## src/source/rrc_macros.svh

```systemverilog
`ifndef RRC_MACROS_SVH
`define RRC_MACROS_SVH

// Context table sizing

// Index bits taken from the low end of the local QPN
`define RRC_QPN_W 4

// Number of queue-pair contexts held in the table
`define RRC_QP_NUM 16

// Full wire width of a QPN field
// Local and remote QPN both use it
`define RRC_QPN_FULL_W 24

// Packet header field widths

// Packet sequence number, also the expected PSN in the context
`define RRC_PSN_W 24

// Message length in bytes
`define RRC_LEN_W 16

// Transport opcode as carried by the parser
`define RRC_OPC_W 5

`endif

```

## src/source/rrc_pkg.sv

```systemverilog
`default_nettype none

`include "rrc_macros.svh"

package rrc_pkg;

    // Parser word, one per packet, 69 bits
    typedef struct packed {
        logic [`RRC_QPN_FULL_W-1:0] local_qpn;
        logic [`RRC_OPC_W-1:0]      opcode;
        logic [`RRC_PSN_W-1:0]      psn;
        logic [`RRC_LEN_W-1:0]      length;
    } pkt_head_t;

    // Per-QP context record, 49 bits
    // Valid clear means never written since reset
    typedef struct packed {
        logic                       valid;
        logic [`RRC_PSN_W-1:0]      expected_psn;
        logic [`RRC_QPN_FULL_W-1:0] remote_qpn;
    } qp_cxt_t;

    // Read view of a context command
    // Index on top, rest is padding
    typedef struct packed {
        logic [`RRC_QPN_W-1:0]      idx;
        logic [$bits(qp_cxt_t)-1:0] pad;
    } cxt_rd_cmd_t;

    // Write view, index plus the new context
    typedef struct packed {
        logic [`RRC_QPN_W-1:0] idx;
        qp_cxt_t               cxt;
    } cxt_wr_cmd_t;

    // Context bus command word, 53 bits
    // is_write on the bus picks the view
    typedef union packed {
        cxt_rd_cmd_t rd;
        cxt_wr_cmd_t wr;
    } cxt_cmd_u;

    // Record handed downstream, 94 bits
    typedef struct packed {
        logic [`RRC_QPN_FULL_W-1:0] local_qpn;
        logic [`RRC_OPC_W-1:0]      opcode;
        logic [`RRC_PSN_W-1:0]      psn;
        logic [`RRC_LEN_W-1:0]      length;
        logic [`RRC_QPN_FULL_W-1:0] remote_qpn;
        logic                       psn_ok;
    } net_meta_t;

endpackage

`default_nettype wire
```

## src/source/cxt_bus_if.sv

```systemverilog
`timescale 1ns/1ps
`default_nettype none

// One requester's path into the context table
// Four-phase handshake, cmd held stable while req is high
interface cxt_bus_if import rrc_pkg::*; ();

    // Request level from the requester
    logic     req;
    // Ack level back from the arbiter or table
    logic     ack;
    // Selects the write view of cmd
    logic     is_write;
    // Index, plus context for writes
    cxt_cmd_u cmd;
    // Read result, valid while ack is high
    qp_cxt_t  rdata;

    // Side that starts a transfer
    modport requester (
        output req,
        output is_write,
        output cmd,
        input  ack,
        input  rdata
    );

    // Side that serves a transfer
    modport arbiter (
        input  req,
        input  is_write,
        input  cmd,
        output ack,
        output rdata
    );

endinterface

`default_nettype wire

```

## src/source/cxt_arbiter.sv

```systemverilog
`timescale 1ns/1ps
`default_nettype none

module cxt_arbiter (
    input  wire logic    clk,
    input  wire logic    rst,
    cxt_bus_if.arbiter   m0,
    cxt_bus_if.arbiter   m1,
    cxt_bus_if.requester mem
);

    // Transfer in progress, grant locked
    logic busy;
    // Granted requester, 1 selects m1
    logic grant;
    // Requester with first claim next time, 0 selects m0
    logic prio;
    logic mem_req;
    logic win;
    logic sel_req;

    // Round-robin pick
    always_comb begin
        if (!prio) begin
            win = m0.req ? 1'b0 : 1'b1;
        end else begin
            win = m1.req ? 1'b1 : 1'b0;
        end
    end

    assign sel_req = grant ? m1.req : m0.req;

    // Granted requester steers the table side
    assign mem.req      = mem_req;
    assign mem.is_write = grant ? m1.is_write : m0.is_write;
    assign mem.cmd      = grant ? m1.cmd : m0.cmd;

    // Ack routed to the owner only
    assign m0.ack   = busy && !grant && mem.ack;
    assign m1.ack   = busy && grant && mem.ack;
    assign m0.rdata = mem.rdata;
    assign m1.rdata = mem.rdata;

    always_ff @(posedge clk or posedge rst) begin
        if (rst) begin
            busy    <= 1'b0;
            grant   <= 1'b0;
            prio    <= 1'b0;
            mem_req <= 1'b0;
        end else if (!busy) begin
            if (m0.req || m1.req) begin
                busy    <= 1'b1;
                grant   <= win;
                // Winner drops to lowest priority
                prio    <= !win;
                mem_req <= 1'b1;
            end
        end else if (!mem_req && !mem.ack) begin
            // Downstream ack has fallen, free the grant
            busy <= 1'b0;
        end else begin
            mem_req <= sel_req;
        end
    end

    // Grant locked across the whole transfer
    a_grant_lock: assert property (
        @(posedge clk) disable iff (rst)
        mem.req |=> !mem.req || $stable(grant)
    );

endmodule

`default_nettype wire

```

## src/source/cxt_table.sv

```systemverilog
`timescale 1ns/1ps
`default_nettype none

`include "rrc_macros.svh"

module cxt_table import rrc_pkg::*; (
    input  wire logic  clk,
    input  wire logic  rst,
    cxt_bus_if.arbiter port
);

    qp_cxt_t cxt_mem [`RRC_QP_NUM];
    logic    ack_q;
    qp_cxt_t rdata_q;

    // First cycle of a request, act exactly once
    logic    start;

    assign start = port.req && !ack_q;

    assign port.ack   = ack_q;
    assign port.rdata = rdata_q;

    // Ack follows req one cycle later in both directions
    always_ff @(posedge clk or posedge rst) begin
        if (rst) begin
            ack_q <= 1'b0;
        end else begin
            ack_q <= port.req;
        end
    end

    // Contexts cleared at reset, valid low until written
    always_ff @(posedge clk or posedge rst) begin
        if (rst) begin
            for (int i = 0; i < `RRC_QP_NUM; i++) begin
                cxt_mem[i] <= '0;
            end
        end else if (start && port.is_write) begin
            cxt_mem[port.cmd.wr.idx] <= port.cmd.wr.cxt;
        end
    end

    // Read data lands with the ack
    always_ff @(posedge clk) begin
        if (start && !port.is_write) begin
            rdata_q <= cxt_mem[port.cmd.rd.idx];
        end
    end

endmodule

`default_nettype wire

```

## src/source/cxt_write_port.sv

```systemverilog
`timescale 1ns/1ps
`default_nettype none

`include "rrc_macros.svh"

module cxt_write_port import rrc_pkg::*; (
    input  wire logic                   clk,
    input  wire logic                   rst,
    input  wire logic                   host_req,
    output logic                        host_ack,
    input  wire logic [`RRC_QPN_W-1:0]  host_qpn,
    input  wire qp_cxt_t                host_cxt,
    cxt_bus_if.requester                bus
);

    typedef enum logic [1:0] {
        W_IDLE,
        W_WRITE,
        W_DRAIN,
        W_HOLD
    } state_t;

    state_t                state;
    logic                  wr_req;
    logic [`RRC_QPN_W-1:0] qpn_q;
    qp_cxt_t               cxt_q;
    cxt_cmd_u              wr_cmd;

    // Write view of the command word
    always_comb begin
        wr_cmd        = '0;
        wr_cmd.wr.idx = qpn_q;
        wr_cmd.wr.cxt = cxt_q;
    end

    assign bus.req      = wr_req;
    assign bus.is_write = 1'b1;
    assign bus.cmd      = wr_cmd;

    always_ff @(posedge clk or posedge rst) begin
        if (rst) begin
            state    <= W_IDLE;
            wr_req   <= 1'b0;
            host_ack <= 1'b0;
        end else begin
            case (state)
                W_IDLE: begin
                    if (host_req) begin
                        wr_req <= 1'b1;
                        state  <= W_WRITE;
                    end
                end
                // Table has stored the context once ack comes back
                W_WRITE: begin
                    if (bus.ack) begin
                        wr_req <= 1'b0;
                        state  <= W_DRAIN;
                    end
                end
                // Close the bus handshake before telling the host
                W_DRAIN: begin
                    if (!bus.ack) begin
                        host_ack <= 1'b1;
                        state    <= W_HOLD;
                    end
                end
                W_HOLD: begin
                    if (!host_req) begin
                        host_ack <= 1'b0;
                        state    <= W_IDLE;
                    end
                end
                default: state <= W_IDLE;
            endcase
        end
    end

    // Host write captured at request
    always_ff @(posedge clk) begin
        if (state == W_IDLE && host_req) begin
            qpn_q <= host_qpn;
            cxt_q <= host_cxt;
        end
    end

endmodule

`default_nettype wire

```

## src/source/resp_recv_fetch.sv

```systemverilog
`timescale 1ns/1ps
`default_nettype none

`include "rrc_macros.svh"

module resp_recv_fetch import rrc_pkg::*; (
    input  wire logic       clk,
    input  wire logic       rst,
    input  wire logic       pkt_req,
    output logic            pkt_ack,
    input  wire pkt_head_t  pkt_head,
    cxt_bus_if.requester    bus,
    output logic            meta_req,
    input  wire logic       meta_ack,
    output net_meta_t       meta
);

    typedef enum logic [2:0] {
        IDLE,
        FETCH,
        RELEASE,
        EMIT,
        DONE
    } state_t;

    state_t    state;
    logic      cxt_req;
    pkt_head_t head_q;
    net_meta_t meta_q;
    cxt_cmd_u  rd_cmd;

    // New header taken only with both handshakes idle
    logic      take_pkt;

    assign take_pkt = (state == IDLE) && pkt_req && !pkt_ack;

    // Read command, table index from the low QPN bits
    always_comb begin
        rd_cmd        = '0;
        rd_cmd.rd.idx = head_q.local_qpn[`RRC_QPN_W-1:0];
        rd_cmd.rd.pad = '0;
    end

    assign bus.req      = cxt_req;
    assign bus.is_write = 1'b0;
    assign bus.cmd      = rd_cmd;

    assign meta = meta_q;

    // Control FSM
    always_ff @(posedge clk or posedge rst) begin
        if (rst) begin
            state    <= IDLE;
            pkt_ack  <= 1'b0;
            cxt_req  <= 1'b0;
            meta_req <= 1'b0;
        end else begin
            // Packet side closes its own four-phase
            if (pkt_ack && !pkt_req) begin
                pkt_ack <= 1'b0;
            end
            case (state)
                IDLE: begin
                    if (take_pkt) begin
                        pkt_ack <= 1'b1;
                        cxt_req <= 1'b1;
                        state   <= FETCH;
                    end
                end
                // Wait for context, then drop req
                FETCH: begin
                    if (bus.ack) begin
                        cxt_req <= 1'b0;
                        state   <= RELEASE;
                    end
                end
                // Bus must be idle before emitting
                RELEASE: begin
                    if (!bus.ack) begin
                        meta_req <= 1'b1;
                        state    <= EMIT;
                    end
                end
                EMIT: begin
                    if (meta_ack) begin
                        meta_req <= 1'b0;
                        state    <= DONE;
                    end
                end
                // Downstream ack low, ready for next header
                DONE: begin
                    if (!meta_ack) begin
                        state <= IDLE;
                    end
                end
                default: state <= IDLE;
            endcase
        end
    end

    // Header capture and metadata build
    always_ff @(posedge clk) begin
        if (take_pkt) begin
            head_q <= pkt_head;
        end
        if (state == FETCH && bus.ack) begin
            meta_q.local_qpn  <= head_q.local_qpn;
            meta_q.opcode     <= head_q.opcode;
            meta_q.psn        <= head_q.psn;
            meta_q.length     <= head_q.length;
            meta_q.remote_qpn <= bus.rdata.remote_qpn;
            // PSN match only counts for a written context
            meta_q.psn_ok     <= bus.rdata.valid && (head_q.psn == bus.rdata.expected_psn);
        end
    end

    // Record held until downstream takes it
    a_meta_stable: assert property (
        @(posedge clk) disable iff (rst)
        meta_req && !meta_ack |=> $stable(meta)
    );

    // Back-pressure, no new header while output busy
    a_pkt_stall: assert property (
        @(posedge clk) disable iff (rst)
        $rose(pkt_ack) |-> !$past(meta_req) && !$past(meta_ack)
    );

endmodule

`default_nettype wire

```

## src/source/resp_recv_top.sv

```systemverilog
`timescale 1ns/1ps
`default_nettype none

`include "rrc_macros.svh"

module resp_recv_top import rrc_pkg::*; (
    input  wire logic                   clk,
    input  wire logic                   rst,
    // Packet headers from the parser
    input  wire logic                   pkt_req,
    output logic                        pkt_ack,
    input  wire pkt_head_t              pkt_head,
    // Host context writes
    input  wire logic                   host_req,
    output logic                        host_ack,
    input  wire logic [`RRC_QPN_W-1:0]  host_qpn,
    input  wire qp_cxt_t                host_cxt,
    // Net metadata downstream
    output logic                        meta_req,
    input  wire logic                   meta_ack,
    output net_meta_t                   meta
);

    // Fetch side, write side, and the table link
    cxt_bus_if fetch_bus ();
    cxt_bus_if wr_bus ();
    cxt_bus_if mem_bus ();

    resp_recv_fetch i_fetch (
        .clk      (clk),
        .rst      (rst),
        .pkt_req  (pkt_req),
        .pkt_ack  (pkt_ack),
        .pkt_head (pkt_head),
        .bus      (fetch_bus.requester),
        .meta_req (meta_req),
        .meta_ack (meta_ack),
        .meta     (meta)
    );

    cxt_write_port i_write_port (
        .clk      (clk),
        .rst      (rst),
        .host_req (host_req),
        .host_ack (host_ack),
        .host_qpn (host_qpn),
        .host_cxt (host_cxt),
        .bus      (wr_bus.requester)
    );

    // Fetch on m0 so it has first claim after reset
    cxt_arbiter i_arbiter (
        .clk (clk),
        .rst (rst),
        .m0  (fetch_bus.arbiter),
        .m1  (wr_bus.arbiter),
        .mem (mem_bus.requester)
    );

    cxt_table i_table (
        .clk  (clk),
        .rst  (rst),
        .port (mem_bus.arbiter)
    );

endmodule

`default_nettype wire

```

## config.mk

```make
export PLATFORM = sky130hd
export DESIGN_NAME = resp_recv_top
export DESIGN_NICKNAME = d
export VERILOG_FILES = /design/src/source/rrc_pkg.sv /design/src/source/cxt_bus_if.sv /design/src/source/cxt_arbiter.sv /design/src/source/cxt_table.sv /design/src/source/cxt_write_port.sv /design/src/source/resp_recv_fetch.sv /design/src/source/resp_recv_top.sv
export VERILOG_INCLUDE_DIRS = /design/src /design/src/source
export SDC_FILE = /design/constraint.sdc
export NUM_CORES = 2
export LEC_CHECK = 0
export BUFFER_PORTS_ARGS = -buffer_cell sky130_fd_sc_hd__buf_4
export CAP_MARGIN = 10
export CORE_ASPECT_RATIO = 0.9
export CORE_MARGIN = 5
export CORE_UTILIZATION = 40
export CTS_BUF_LIST = sky130_fd_sc_hd__clkbuf_4 sky130_fd_sc_hd__clkbuf_8 sky130_fd_sc_hd__clkbuf_16
export CTS_CLUSTER_DIAMETER = 60
export CTS_CLUSTER_SIZE = 40
export DETAILED_ROUTE_END_ITERATION = 10
export PLACE_DENSITY_LB_ADDON = 0.3
export SLEW_MARGIN = 20
export SYNTH_ARGS = -nofsm -noshare
export SYNTH_HDL_FRONTEND = slang
export SYNTH_SLANG_ARGS = --single-unit
```

## constraint.sdc

```tcl
create_clock -name clk -period 76.2 [get_ports clk]
set_clock_uncertainty 0.05 [all_clocks]
set_input_delay 15.24 -clock clk [delete_from_list [all_inputs] [get_ports clk]]
set_output_delay 15.24 -clock clk [all_outputs]
set_load 0.02 [all_outputs]
```

==> flow_metrics.env <==
export IMPL_synth_seq_cells=1064
export IMPL_antenna_left=0
export IMPL_startpoint_type="input port"
export IMPL_numPortBuffers=223
export IMPL_grt_overflow_total=0
export IMPL_grt_antenna_before_repair=2
export IMPL_worst_pin_slew_ns=1.16
export IMPL_setup_viol=0
export IMPL_num_vias=30200
export IMPL_yosysSeqAreaShare_pct=62.8
export IMPL_syn_area_per_cell_sq_um=11.3
export IMPL_power_leakage_nw=20.0
export IMPL_p_int_mw=0.935
export IMPL_cts_sinks=1064
export IMPL_status="complete, no violations"
export IMPL_comb_power_share_pct=10.7
export IMPL_die_h_um=326
export IMPL_cp_arrival_ns=17.77
export IMPL_rsz0062_at_grt="false"
export IMPL_syn_nets=4060
export IMPL_grt_max_degree=182
export IMPL_drc=0
export IMPL_finalCritPeriodShare_pct=22.6
export IMPL_drv_slew=0
export IMPL_drive_above_1_share_pct=14.6
export IMPL_maxCapViolations=0
export IMPL_cts_root_buf="clkbuf_16"
export IMPL_numCtsBuffers=96
export IMPL_core_area_sq_um=111000
export IMPL_synth_area_sq_um=44500
export IMPL_viasPerCell=5.49
export IMPL_start_util_pct=40.1
export IMPL_critPathKind="in -> async"
export IMPL_path_clk_slew_ns=0.08
export IMPL_rows=116
export IMPL_post_drt_wl_per_cell_um=22.6
export IMPL_place_congestion=0.747
export IMPL_fin_nets=4068
export IMPL_synth_distinct_cells=50
export IMPL_cts_resized=0
export IMPL_pwr_share_clk_pct=40.0
export IMPL_ir_drop_mv=0.0196
export IMPL_drtPass1Iterations=5
export IMPL_endpoint_kind="async pin"
export IMPL_power_density_nw_per_um2=25.8
export IMPL_finish_utilization_pct=45.5
export IMPL_grt_pass1_wl_um=191000
export IMPL_cp_required_ns=76.73
export IMPL_postCtsSetupBuffers=0
export IMPL_hold_path_class="reg -> reg"
export IMPL_crit_fanout=171
export IMPL_antennaDiodeCount=0
export IMPL_relSlewSlack_pct=23.0
export IMPL_pwr_share_seq_pct=49.3
export IMPL_synthCells=3929
export IMPL_cts_tree="built"
export IMPL_dp_cells=5314
export IMPL_fin_crit_ns=17.23
export IMPL_area_growth_pct=13.4
export IMPL_hold_viol=0
export IMPL_grt_pass1_vias=30000
export IMPL_swShare_pct=28.2
export IMPL_final_cells=5495
export IMPL_fin_setup_tns_ns=0
export IMPL_die_w_um=362
export IMPL_track_usage_pct=20.9
export IMPL_worstSkewPairLatency_ns=0.69
export IMPL_drtIter0Drc=2526
export IMPL_net_switching_power_mw=0.368
export IMPL_yosysWarnings=0
export IMPL_cts_buffer_depth=3
export IMPL_wl_um=124000
export IMPL_clock_fmax_ghz=0.0580
export IMPL_cts_hold_buf=0
export IMPL_dieArea_sq_um=118000
export IMPL_htree_levels=3
export IMPL_io_pins=224
export IMPL_dp_hpwl_um=64400
-- power by group through the flow --
| stage | registers (mW) | logic [mW] | clock network (mW) |
|---|---|---|---|
| floorplan | 0.670 | 0.0588 | 0 |
| global placement | 0.654 | 0.141 | 0 |
| detailed placement | 0.655 | 0.142 | 0 |
| CTS | 0.644 | 0.142 | 0.532 |
| global route | 0.646 | 0.147 | 0.555 |
| finish | 0.643 | 0.139 | 0.521 |
-- per-stage QoR --
step	total power [mW]	instance area, sq um	worst slack (ns)	hold slack, ns
after floorplan	0.729	44500	38.47	0.338
after global placement	0.796	47000	58.08	0.350
after detailed placement	0.797	47000	58.04	0.355
after CTS	1.32	50400	58.82	0.358
after global routing	1.35	50500	58.48	0.372
final	1.30	50500	58.97	0.352
-- metal layers --
| metal | up-vias | part of all wire, % | track usage [%] |
|---|---|---|---|
| met2 | 845 | 48 | 34.9 |
| met1 | 15100 | 44 | 28.5 |
| met3 | 232 | 5.0 | 3.23 |
| met5 | - | 0.010 | 0 |
| met4 | 2 | 2.8 | 5.94 |
| li1 | 14000 | - | - |
-- placed cells by master, fill, tap and decap left out, drive strengths merged, types with 2 or more instances in the layout --
cell        n
o21ai     888
xor2       15
clkinvlp   10
nor3        4
mux4       98
xnor2       9
and2        4
nor4        4
clkbuf    109
o41ai      98
a211oi      2
ha          4
nand3b      4
bufinv      2
nor2       10
nand2     844
buf       276
mux2        2
a21boi    392
nand4      68
a21o        2
mux2i       7
a21oi       7
nor3b       3
nor2b       9
dfrtp     799
inv        49
edfxtp    265
and3        2
clkinv     18
nand3       4
or3b        3
-- synth_stat cells, drive strengths merged --
cell type  number  area share [%]
o21ai         888              10
nand2         844             7.1
dfrtp         799              45
a21boi        392             6.6
clkbuf        275             2.3
edfxtp        265              18
mux4           98             5.0
o41ai          98             1.9
buf            91             1.3
nand4          68             1.1
xor2           15            0.30
nor2           10           0.084
nor2b           9            0.13
xnor2           9            0.18
a21oi           7           0.079
inv             7           0.059
mux2i           7            0.19
and2            4           0.056
ha              4            0.11
nand3           4           0.056
nand3b          4            0.11
nor3            4           0.045
nor4            4           0.056
nor3b           3           0.051
or3b            3           0.059
a211oi          2           0.034
a21o            2           0.034
and3            2           0.028
mux2            2           0.059
a22o            1           0.020
a31oi           1           0.014
nand2b          1           0.014
o211ai          1           0.017
o21a            1           0.017
o22a            1           0.020
o31ai           1           0.017
or2             1           0.014
or3             1           0.014
-- cell families after synthesis --
logic type               synth area share, %
adder cells (fa/ha/maj)                0.112
buffers and inverters                   3.66
AND/OR/NAND/NOR                         8.93
flip-flops                              62.8
XOR/XNOR                               0.472
AO/OA/AOI/OAI                           18.8
multiplexers                            5.21
-- layout make-up --
cell class              instances  area [sq um]
clock buffers                 109          2610
clock inverters                72           810
fillers                     10300         60400
inverters                       7          33.8
multi-input cells            2492         15100
flip-flops and latches       1064         28000
well taps                    1475          1850
repair buffers                276          2110
-- critical path, cell delays in order --
cell    delay (ns)
buf_4         0.13
inv_8         0.53
buf_12        0.72
buf_4         0.89
-- state kept, by name (all words and copies together) (netlist names) --
signal / count
i_fetch.bus.req: 1
i_arbiter.grant: 1
i_fetch.meta_req: 1
i_table.port.ack: 1
i_write_port.qpn_q: 4
i_table.port.rdata: 49
i_arbiter.mem.req: 1
i_fetch.meta: 94
i_write_port.state: 2
i_write_port.bus.req: 1
i_fetch.pkt_ack: 1
i_arbiter.prio: 1
i_write_port.bus.cmd: 49
i_fetch.bus.cmd: 4
i_fetch.head_q: 65
i_arbiter.busy: 1
i_write_port.host_ack: 1
i_table.cxt_mem: 784
i_fetch.state: 3
-- path summary, 6_finish.rpt --
kind | slack, ns | end | cells after the start | from
setup / recovery | 58.97 | i_arbiter.grant$_DFFE_PP0P_ | 4 | rst
hold / removal | 0.35 | i_fetch.meta[80]$_DFFE_PP_ | 0 | i_fetch.head_q[55]$_DFFE_PP_
setup reg to reg | 72.04 | i_table.port.rdata[37]$_DFFE_PP_ | 7 | i_arbiter.grant$_DFFE_PP0P_
hold reg to reg | 0.35 | i_fetch.meta[80]$_DFFE_PP_ | 0 | i_fetch.head_q[55]$_DFFE_PP_
max in group clk | 59.61 | meta[2] | 1 | i_fetch.meta[2]$_DFFE_PP_
min in group asynchronous | 14.66 | i_table.cxt_mem[66]$_DFFE_PP0P_ | 2 | rst
Note: power is estimated with default switching activity, not from simulation.
